File: src/verilog/system_pkg.sv
////////////////////
// System types for boot straps, fan control and RTC divider
// Default values for the board glue parameters
////////////////////

`default_nettype none

package system_pkg;

  ////////////////////
  // Types
  ////////////////////

  // Boot mode selector, same encoding for host and safety island
  typedef logic [1:0] boot_mode_t;

  // Fan speed from switches, 0 is off and 15 is almost full
  typedef logic [3:0] fan_level_t;
  typedef logic [3:0] fan_step_t;

  typedef logic [4:0] rtc_count_t;

  ////////////////////
  // Defaults
  ////////////////////

  // 10 MHz in, toggle every 5 cycles gives 1 MHz
  localparam int unsigned RtcDividerDefault  = 4;
  localparam int unsigned FanPrescaleDefault = 4;
  localparam int unsigned ResetStagesDefault = 2;

endpackage

`default_nettype wire

File: src/verilog/pads_pkg.sv
////////////////////
// Pad-side types for the SPI host and the SD card pins
////////////////////

`default_nettype none

package pads_pkg;

  // Active-low chip selects of the SPI host
  typedef logic [1:0] spi_cs_t;

  // Data lanes, lane 0 is MOSI and lane 1 is MISO in single mode
  typedef logic [3:0] spi_lanes_t;

endpackage

`default_nettype wire

File: src/verilog/reset_sync.sv
////////////////////
// Reset merge and release synchronizer
// Board reset and debug reset, test-mode bypass
////////////////////

`timescale 1ns/1ns
`default_nettype none

module reset_sync #(
  parameter int unsigned ResetStages = 2
) (
  input  wire logic clk_10,
  input  wire logic rst_n,
  input  wire logic dbg_reset_i,
  input  wire logic testmode_i,
  output logic      soc_rst_no
);

  logic                   rst_merged_n;
  logic [ResetStages-1:0] sync_q;

  // Either source asserts the reset
  assign rst_merged_n = rst_n & ~dbg_reset_i;

  // Asserts at once, releases after ResetStages edges
  always_ff @(posedge clk_10, negedge rst_merged_n) begin
    if (!rst_merged_n) begin
      sync_q <= '0;
    end else begin
      sync_q <= (sync_q << 1) | 1'b1;
    end
  end

  // In test mode the pad reset drives the core directly
  assign soc_rst_no = testmode_i ? rst_n : sync_q[ResetStages-1];

endmodule

`default_nettype wire

File: src/verilog/boot_strap_latch.sv
////////////////////
// Boot-mode strap latch for host and safety island
////////////////////

`timescale 1ns/1ns
`default_nettype none

module boot_strap_latch (
  input  wire logic                   clk_10,
  input  wire logic                   soc_rst_ni,
  input  wire system_pkg::boot_mode_t boot_mode_i,
  input  wire system_pkg::boot_mode_t dbg_boot_mode_i,
  input  wire system_pkg::boot_mode_t boot_mode_safety_i,
  input  wire system_pkg::boot_mode_t dbg_boot_mode_safety_i,
  output system_pkg::boot_mode_t      boot_mode_o,
  output system_pkg::boot_mode_t      boot_mode_safety_o
);

  logic                   captured_q;
  system_pkg::boot_mode_t boot_mode_q;
  system_pkg::boot_mode_t boot_mode_safety_q;

  // Switch straps merged with debug overrides
  system_pkg::boot_mode_t boot_mode_merged;
  system_pkg::boot_mode_t boot_mode_safety_merged;

  assign boot_mode_merged        = boot_mode_i | dbg_boot_mode_i;
  assign boot_mode_safety_merged = boot_mode_safety_i | dbg_boot_mode_safety_i;

  // Sample once on the first edge out of reset, then freeze
  always_ff @(posedge clk_10, negedge soc_rst_ni) begin
    if (!soc_rst_ni) begin
      captured_q         <= 1'b0;
      boot_mode_q        <= '0;
      boot_mode_safety_q <= '0;
    end else if (!captured_q) begin
      captured_q         <= 1'b1;
      boot_mode_q        <= boot_mode_merged;
      boot_mode_safety_q <= boot_mode_safety_merged;
    end
  end

  assign boot_mode_o        = boot_mode_q;
  assign boot_mode_safety_o = boot_mode_safety_q;

endmodule

`default_nettype wire

File: src/verilog/rtc_divider.sv
////////////////////
// Real-time clock divider from clk_10
////////////////////

`timescale 1ns/1ns
`default_nettype none

module rtc_divider #(
  parameter int unsigned RtcDivider = 4
) (
  input  wire logic clk_10,
  input  wire logic soc_rst_ni,
  output logic      rtc_clk_o
);

  system_pkg::rtc_count_t count_q;
  logic                   rtc_clk_q;
  logic                   wrap;

  assign wrap = (count_q == system_pkg::rtc_count_t'(RtcDivider));

  // Half period is RtcDivider+1 cycles
  always_ff @(posedge clk_10, negedge soc_rst_ni) begin
    if (!soc_rst_ni) begin
      count_q   <= '0;
      rtc_clk_q <= 1'b0;
    end else if (wrap) begin
      count_q   <= '0;
      rtc_clk_q <= ~rtc_clk_q;
    end else begin
      count_q   <= count_q + 1'b1;
    end
  end

  assign rtc_clk_o = rtc_clk_q;

endmodule

`default_nettype wire

File: src/verilog/fan_pwm.sv
////////////////////
// Fan PWM with prescaler, 16 steps per period
////////////////////

`timescale 1ns/1ns
`default_nettype none

module fan_pwm #(
  parameter int unsigned FanPrescale = 4
) (
  input  wire logic                   clk_10,
  input  wire logic                   soc_rst_ni,
  input  wire system_pkg::fan_level_t fan_level_i,
  output logic                        fan_pwm_o
);

  localparam int unsigned PreW = (FanPrescale > 1) ? $clog2(FanPrescale) : 1;

  logic [PreW-1:0]        pre_q;
  logic                   step_end;
  system_pkg::fan_step_t  step_q;
  system_pkg::fan_level_t level_q;
  logic                   pwm_q;

  assign step_end = (pre_q == PreW'(FanPrescale - 1));

  ////////////////////
  // Step timing
  ////////////////////

  always_ff @(posedge clk_10, negedge soc_rst_ni) begin
    if (!soc_rst_ni) begin
      pre_q   <= '0;
      step_q  <= '0;
      level_q <= '0;
    end else if (step_end) begin
      pre_q  <= '0;
      step_q <= step_q + 1'b1;
      // Switches are taken over only when wrapping into step 0
      if (step_q == '1) begin
        level_q <= fan_level_i;
      end
    end else begin
      pre_q <= pre_q + 1'b1;
    end
  end

  // High while the step is below the setting
  always_ff @(posedge clk_10, negedge soc_rst_ni) begin
    if (!soc_rst_ni) begin
      pwm_q <= 1'b0;
    end else begin
      pwm_q <= (step_q < level_q);
    end
  end

  assign fan_pwm_o = pwm_q;

endmodule

`default_nettype wire

File: src/verilog/sd_pad_ctrl.sv
////////////////////
// SPI host to SD card pads in SPI mode
// Card detect synchronizer
////////////////////

`timescale 1ns/1ns
`default_nettype none

module sd_pad_ctrl (
  input  wire logic                 clk_10,
  input  wire logic                 soc_rst_ni,
  input  wire logic                 spi_sck_i,
  input  wire logic                 spi_sck_en_i,
  input  wire pads_pkg::spi_cs_t    spi_cs_i,
  input  wire pads_pkg::spi_cs_t    spi_cs_en_i,
  input  wire pads_pkg::spi_lanes_t spi_sd_i,
  input  wire pads_pkg::spi_lanes_t spi_sd_en_i,
  output pads_pkg::spi_lanes_t      spi_sd_o,
  input  wire logic                 sd_cd_i,
  input  wire logic                 sd_dat0_i,
  output logic                      sd_sclk_o,
  output logic                      sd_cmd_o,
  output logic                      sd_dat3_o,
  output logic                      card_present_o
);

  logic [1:0] cd_sync_q;
  logic       card_present;

  ////////////////////
  // Card detect
  ////////////////////

  // Pin is asynchronous to clk_10
  always_ff @(posedge clk_10, negedge soc_rst_ni) begin
    if (!soc_rst_ni) begin
      cd_sync_q <= '0;
    end else begin
      cd_sync_q <= {cd_sync_q[0], sd_cd_i};
    end
  end

  assign card_present   = cd_sync_q[1];
  assign card_present_o = card_present;

  ////////////////////
  // Pin mapping
  ////////////////////

  // All SD pins idle high when the host does not drive them
  assign sd_sclk_o = spi_sck_en_i ? spi_sck_i : 1'b1;

  // DAT3 is chip select, only CS0 reaches the card
  assign sd_dat3_o = (spi_cs_en_i[0] && card_present) ? spi_cs_i[0] : 1'b1;

  // MOSI on CMD
  assign sd_cmd_o = spi_sd_en_i[0] ? spi_sd_i[0] : 1'b1;

  // MISO comes back on DAT0, other lanes read as zero
  assign spi_sd_o = {2'b00, sd_dat0_i, 1'b0};

endmodule

`default_nettype wire

File: src/verilog/board_glue_top.sv
////////////////////
// Board glue top level
// Reset, boot straps, RTC, fan PWM and SD pads
////////////////////

`timescale 1ns/1ns
`default_nettype none

module board_glue_top #(
  parameter int unsigned RtcDivider  = system_pkg::RtcDividerDefault,
  parameter int unsigned FanPrescale = system_pkg::FanPrescaleDefault,
  parameter int unsigned ResetStages = system_pkg::ResetStagesDefault
) (
  input  wire logic                   clk_10,
  input  wire logic                   rst_n,
  input  wire logic                   dbg_reset_i,
  input  wire logic                   testmode_i,
  output logic                        soc_rst_no,
  // Boot straps
  input  wire system_pkg::boot_mode_t boot_mode_i,
  input  wire system_pkg::boot_mode_t dbg_boot_mode_i,
  input  wire system_pkg::boot_mode_t boot_mode_safety_i,
  input  wire system_pkg::boot_mode_t dbg_boot_mode_safety_i,
  output system_pkg::boot_mode_t      boot_mode_o,
  output system_pkg::boot_mode_t      boot_mode_safety_o,
  // RTC and fan
  output logic                        rtc_clk_o,
  input  wire system_pkg::fan_level_t fan_sw_i,
  output logic                        fan_pwm_o,
  // SPI host side
  input  wire logic                   spi_sck_i,
  input  wire logic                   spi_sck_en_i,
  input  wire pads_pkg::spi_cs_t      spi_cs_i,
  input  wire pads_pkg::spi_cs_t      spi_cs_en_i,
  input  wire pads_pkg::spi_lanes_t   spi_sd_i,
  input  wire pads_pkg::spi_lanes_t   spi_sd_en_i,
  output pads_pkg::spi_lanes_t        spi_sd_o,
  // SD card side
  input  wire logic                   sd_cd_i,
  input  wire logic                   sd_dat0_i,
  output logic                        sd_sclk_o,
  output logic                        sd_cmd_o,
  output logic                        sd_dat3_o,
  output logic                        card_present_o
);

  ////////////////////
  // Reset
  ////////////////////

  // soc_rst_no resets every other block
  reset_sync #(
    .ResetStages (ResetStages)
  ) i_reset_sync (
    .clk_10      (clk_10),
    .rst_n       (rst_n),
    .dbg_reset_i (dbg_reset_i),
    .testmode_i  (testmode_i),
    .soc_rst_no  (soc_rst_no)
  );

  boot_strap_latch i_boot_strap_latch (
    .clk_10                 (clk_10),
    .soc_rst_ni             (soc_rst_no),
    .boot_mode_i            (boot_mode_i),
    .dbg_boot_mode_i        (dbg_boot_mode_i),
    .boot_mode_safety_i     (boot_mode_safety_i),
    .dbg_boot_mode_safety_i (dbg_boot_mode_safety_i),
    .boot_mode_o            (boot_mode_o),
    .boot_mode_safety_o     (boot_mode_safety_o)
  );

  ////////////////////
  // Clocks and fan
  ////////////////////

  rtc_divider #(
    .RtcDivider (RtcDivider)
  ) i_rtc_divider (
    .clk_10     (clk_10),
    .soc_rst_ni (soc_rst_no),
    .rtc_clk_o  (rtc_clk_o)
  );

  fan_pwm #(
    .FanPrescale (FanPrescale)
  ) i_fan_pwm (
    .clk_10      (clk_10),
    .soc_rst_ni  (soc_rst_no),
    .fan_level_i (fan_sw_i),
    .fan_pwm_o   (fan_pwm_o)
  );

  ////////////////////
  // SD card
  ////////////////////

  sd_pad_ctrl i_sd_pad_ctrl (
    .clk_10         (clk_10),
    .soc_rst_ni     (soc_rst_no),
    .spi_sck_i      (spi_sck_i),
    .spi_sck_en_i   (spi_sck_en_i),
    .spi_cs_i       (spi_cs_i),
    .spi_cs_en_i    (spi_cs_en_i),
    .spi_sd_i       (spi_sd_i),
    .spi_sd_en_i    (spi_sd_en_i),
    .spi_sd_o       (spi_sd_o),
    .sd_cd_i        (sd_cd_i),
    .sd_dat0_i      (sd_dat0_i),
    .sd_sclk_o      (sd_sclk_o),
    .sd_cmd_o       (sd_cmd_o),
    .sd_dat3_o      (sd_dat3_o),
    .card_present_o (card_present_o)
  );

endmodule

`default_nettype wire

File: config.mk
export PLATFORM = sky130hd
export DESIGN_NAME = board_glue_top
export DESIGN_NICKNAME = d
export VERILOG_FILES = /design/src/verilog/system_pkg.sv /design/src/verilog/pads_pkg.sv /design/src/verilog/reset_sync.sv /design/src/verilog/boot_strap_latch.sv /design/src/verilog/rtc_divider.sv /design/src/verilog/fan_pwm.sv /design/src/verilog/sd_pad_ctrl.sv /design/src/verilog/board_glue_top.sv
export SDC_FILE = /design/constraint.sdc
export NUM_CORES = 1
export LEC_CHECK = 0
export BUFFER_PORTS_ARGS = -buffer_cell sky130_fd_sc_hd__buf_2
export CAP_MARGIN = 15
export CORE_MARGIN = 4
export CORE_UTILIZATION = 35
export CTS_BUF_LIST = sky130_fd_sc_hd__clkbuf_2 sky130_fd_sc_hd__clkbuf_4 sky130_fd_sc_hd__clkbuf_8
export CTS_CLUSTER_DIAMETER = 80
export DETAILED_ROUTE_END_ITERATION = 8
export GPL_ROUTABILITY_DRIVEN = 0
export PLACE_DENSITY = 0.64
export SLEW_MARGIN = 20
export SYNTH_ARGS = -nofsm -noshare
export SYNTH_HDL_FRONTEND = slang
export SYNTH_HIERARCHICAL = 1
export SYNTH_SLANG_ARGS = --single-unit
File: constraint.sdc
create_clock -name clk_10 -period 1.4 [get_ports clk_10]
set_input_delay 0 -clock clk_10 [delete_from_list [all_inputs] [get_ports clk_10]]
set_output_delay 0 -clock clk_10 [all_outputs]
set_load 0.03 [all_outputs]
==> Yosys cells after proc, flatten, opt, wreduce, memory -nomap -nowiden <==
Index checks and enable logic that the tools add are counted.
{ "totals": {"regBits": 26, "out_inout_bits": 15} }
{ "classes": {"n_addsub": 3, "magnitude_cmp": 1, "n_eq_ne": 3, "muxes": 6, "bitwise_logic": 5, "n_reduce_logical": 2} }
{ "op_table": {"columns": ["op", "count"], "rows": [
  ["$add A5 B1 Y5 const B", 1],
  ["$eq A5 B3 Y1 const B", 1],
  ["$mux W5", 1],
  ["$add A4 B1 Y4 const B", 1],
  ["$eq A4 B4 Y1 const B", 1],
  ["$lt A4 B4 Y1", 1],
  ["$mux W1", 4],
  ["$or A2 B2 Y2", 2],
  ["$add A2 B1 Y2 const B", 1],
  ["$eq A2 B2 Y1 const B", 1],
  ["$mux W2", 1],
  ["$not A1 Y1", 2],
  ["$reduce_and A2 Y1", 1],
  ["$and A1 B1 Y1", 1],
  ["$logic_and A1 B1 Y1", 1]
]} }

==> Longest topological paths before layout <==
{ "logic_depth": {"depth_word": 2, "depth_mapped": 5} }

==> Hierarchy <==
Netlist, hierarchy kept.
{ "by_module_without_submodules": {"columns": ["module", "n_inst", "cells_each", "area_each_um2"], "rows": [
  ["fan_pwm", 1, 36, 496.7],
  ["rtc_divider", 1, 24, 267.8],
  ["boot_strap_latch", 1, 18, 178.9],
  ["sd_pad_ctrl", 1, 10, 103.8],
  ["reset_sync", 1, 5, 75.1]
]} }

==> Worst setup path before layout <==
No wires, ideal clock.
{ "synth_timing": {"path_kind": "register -> register", "start": "reg i_rtc_divider.count_q[0]", "end": "reg i_rtc_divider.rtc_clk_q, in the netlist i_rtc_divider/rtc_clk_o", "arrival_ns": 1.193, "required_ns": 1.320, "path_slack_ns": 0.127, "stages_incl_launch_ff": 6, "n_path_buf": 0, "period_less_slack_ns": 1.273, "path_cell_list": "dfrtp_1 > inv_1 > ha_1 > or3b_1 > nor2_2 > xor2_1"} }
{ "synth_via": {"elab_chain_cells": 1} }
{ "synth_rtl": {"columns": ["item", "line", "text"], "rows": [
  ["from (decl)", "rtc_divider.sv:16", "system_pkg::rtc_count_t count_q;"],
  ["from (signal assigned)", "rtc_divider.sv:31", "count_q <= count_q + 1'b1;"],
  ["$eq A5 B3 Y1", "rtc_divider.sv:20", "assign wrap = (count_q == system_pkg::rtc_count_t'(RtcDivider));"],
  ["to (signal assigned)", "rtc_divider.sv:29", "rtc_clk_q <= ~rtc_clk_q;"],
  ["to (decl)", "rtc_divider.sv:17", "logic rtc_clk_q;"]
]} }
Every way passes these cells.
A chain may end at the register's enable or synchronous reset.

==> Worst setup path in the final report <==
{ "layout_timing": {"start": "reg i_rtc_divider.count_q[1]", "end": "reg i_rtc_divider.rtc_clk_q, in the netlist i_rtc_divider/rtc_clk_o"} }
The elaborated chain is that of the path after synthesis.

==> qor.csv <==
stage,metric,value,unit
die,Initial Utilization,0.368,
detailed_routing,routed len/inst,10.9,um
grt,gr usage total,0.115,
pwr,Sw Ratio,0.251,
layout,Post-Route Utilization,0.517,
synth,Synth Area per Inst,12.1,sq um
pwr,switching pwr,0.344,mW
synth,post-synthesis register bit count,26,
clock_network,CTS tree,yes,
layout,diodes inserted,0,
die,core area,3050,sq um
detailed_routing,routed wire length,2120,um
layout,Final Non-Filler Cells,194,
setup_path,CP Launch Type,flip-flop,
setup_path,data arrival time of the critical path,1.59,ns
placed_design,# port buffers,33,
pwr,Flop pwr share,0.575,
layout,Reg area,651,sq um
pwr,pwr dens,870,nW/um^2
pwr,peak supply drop,625,uV
timing,final hold vios,0,
synth,post-synthesis cell area,1120,sq um
pwr,Clk pwr share,0.274,
placed_design,Post-Place Setup Slack,0.0603,ns
setup_path,CP max FO,3,
timing,# setup viols final,0,
layout,ratio of cells with drive above 1 in the final layout,0.353,
layout,Area Overhead vs Synth,40.6,%
timing,Slew Limit Fails,0,
worst_hold_path,Tightest Hold Check Type,in2out,
placed_design,placed cell count,172,
detailed_routing,routed vias,829,
grt,first-pass GRT wire length,3680,um
synth,Main synth FF type,dfrtp_1,
synth,cells after synthesis,93,
placed_design,post-DP HPWL,1460,um
layout,area of the multi-input gates,437,sq um
pwr,Gate power share,0.151,
clock_network,root buf cell,clkbuf_4,
detailed_routing,DRT Pass-1 Iters,2,
timing,RSZ-0062 raised after global routing,true,
run,# Max-Cap Violations,0,
pwr,Leakage,0.784,nW
setup_path,Worst Setup Path Type,reg2reg,
pwr,Int Pwr,1.03,mW
setup_path,required time of the critical path,1.66,ns
clock_network,"Clk Latency, worst-skew pair",0.32,ns
layout,Fill cells,278,
grt,initial antenna violation count,0,
clock_network,total CTS buffers,3,
timing,fin worst setup slack,0.0703,ns
timing,Final Cycle Share,0.950,
detailed_routing,routed vias/inst,4.27,
synth,synth unique cells,25,
setup_path,Critical Path End Type,flip-flop,
layout,most frequent cells in the layout,"buf_2, dfrtp_1, dlygate4sd3_1",
clock_network,clock tree sinks,26,
timing,fmax,752,MHz
die,die height,64.6,um
layout,"most common cell after layout, fill and taps aside",buf_2,
grt,vias in the first global route,859,
die,Die ar.,4180,sq um
clock_network,"Clk pin slew, worst setup/hold paths",0.14,ns
outcome,status,"finished, final reports clean",
timing,Final Skew,0.00467,ns
grt,largest net degree at the start of global routing,25,
die,FP Rows,20,
synth,number of synthesized flops with an enable pin,0,
synth,asr flop ratio synth,1.00,
layout,fin nets,190,
detailed_routing,Routed Antenna Nets,0,
die,IO Count,47,
synth,Synth warnings,6,
timing,final hold slack,0.0000132,ns
synth,post-synthesis sequential area ratio,0.580,
detailed_routing,initial DRC count,23,
clock_network,clock buffer depth,2,
timing,Period minus WS final,1.33,ns
die,Chip Width,64.6,um
detailed_routing,DRC Markers,0,
grt,Overflow after GRT,0,
timing,total negative slack,0,ns
clock_network,H-tree lvl count,1,
[cells in the mapped netlist, types with 3 or more instances]
cell | instances | area share
mux2_2 | 5 | 0.050
ha_1 | 7 | 0.078
nor2_1 | 7 | 0.023
nand2_1 | 5 | 0.017
dfrtp_1 | 26 | 0.58
conb_1 | 3 | 0.010
inv_1 | 7 | 0.023
nand3_1 | 3 | 0.013
nand2b_1 | 3 | 0.017
xnor2_1 | 3 | 0.023
o21ai_0 | 5 | 0.022
buf_4 | 4 | 0.027
[critical path, cell delays in order (launching register included)]
cell	delay, ns
dfrtp_1	0.42
inv_1	0.06
ha_1	0.14
or3b_4	0.40
nor2_4	0.13
xor2_1	0.13
[final timing paths]
check	slack [ns]	start	cells past startpoint	end
min in group asynchronous	0.34	rst_n	4	i_fan_pwm/pre_q[0]
max in group asynchronous	0.62	dbg_reset_i	4	i_reset_sync/sync_q[1]
hold reg to reg	0.37	i_sd_pad_ctrl/cd_sync_q[0]	0	i_sd_pad_ctrl/cd_sync_q[1]
setup reg to reg	0.07	i_rtc_divider/count_q[1]	5	i_rtc_divider/rtc_clk_o
hold / removal	0.00001	sd_dat0_i	0	spi_sd_o[1]
setup / recovery	0.07	i_rtc_divider/count_q[1]	5	i_rtc_divider/rtc_clk_o
[routing by layer]
layer | wire length, um | share of wire | global-route usage | vias up
met5 | 0 | 0 | 0 | -
li1 | - | - | - | 409
met1 | 879 | 0.41 | 0.139 | 396
met4 | 8 | 0.0038 | 0.0237 | 0
met3 | 126 | 0.059 | 0.0416 | 2
met2 | 1110 | 0.52 | 0.196 | 22
[sequential cells by signal, indices dropped and copies added (netlist names)]
signal / count
i_boot_strap_latch/boot_mode_safety_o: 2
i_fan_pwm/pre_q: 2
i_fan_pwm/step_q: 4
i_reset_sync/sync_q: 2
i_boot_strap_latch/captured_q: 1
i_sd_pad_ctrl/cd_sync_q: 2
i_rtc_divider/count_q: 5
i_rtc_divider/rtc_clk_o: 1
i_fan_pwm/fan_pwm_o: 1
i_boot_strap_latch/boot_mode_o: 2
i_fan_pwm/level_q: 4
[metrics by stage]
step,total power [mW],instance area [sq um]
floorplan,0.916,1130
global placement,0.969,1350
detailed placement,0.974,1350
CTS,1.40,1560
global route,1.46,1580
finish,1.37,1580
[kinds of logic (layout without fill, tap and decap cells)]
group                    after synthesis  in the layout  synth area share
buffers and inverters                 11             66            0.0502
AO/OA/AOI/OAI                          7              7            0.0368
adder cells (fa/ha/maj)                7              7            0.0780
AND/OR/NAND/NOR                       28             28             0.143
other                                  3              5            0.0100
multiplexers                           6              6            0.0635
flip-flops                            26             26             0.580
XOR/XNOR                               5              5            0.0390
[power groups by stage]
stage               Sequential [mW]  Combinational [mW]  Clock (mW)
finish                        0.789               0.207       0.376
global placement              0.803               0.166           0
detailed placement            0.804               0.170           0
floorplan                     0.832              0.0840           0
global route                  0.793               0.230       0.441
CTS                           0.790               0.207       0.403
[repair_timing]
item,in CTS,in global routing
endpoints found under the setup margin,0,2
hold buffers,17,0
endpoints found under the hold margin,35,0
buffers inserted,0,1
gates resized for setup,0,4
[final cells by class]
type,instances,share of cell area
Tap cell,44,0.0349
Clock buffer,4,0.0230
Timing Repair Buffer,55,0.236
Inverter,7,0.0167
Multi-Input combinational cell,58,0.277
Sequential cell,26,0.412
No activity file was read; power rests on OpenSTA's default activity.
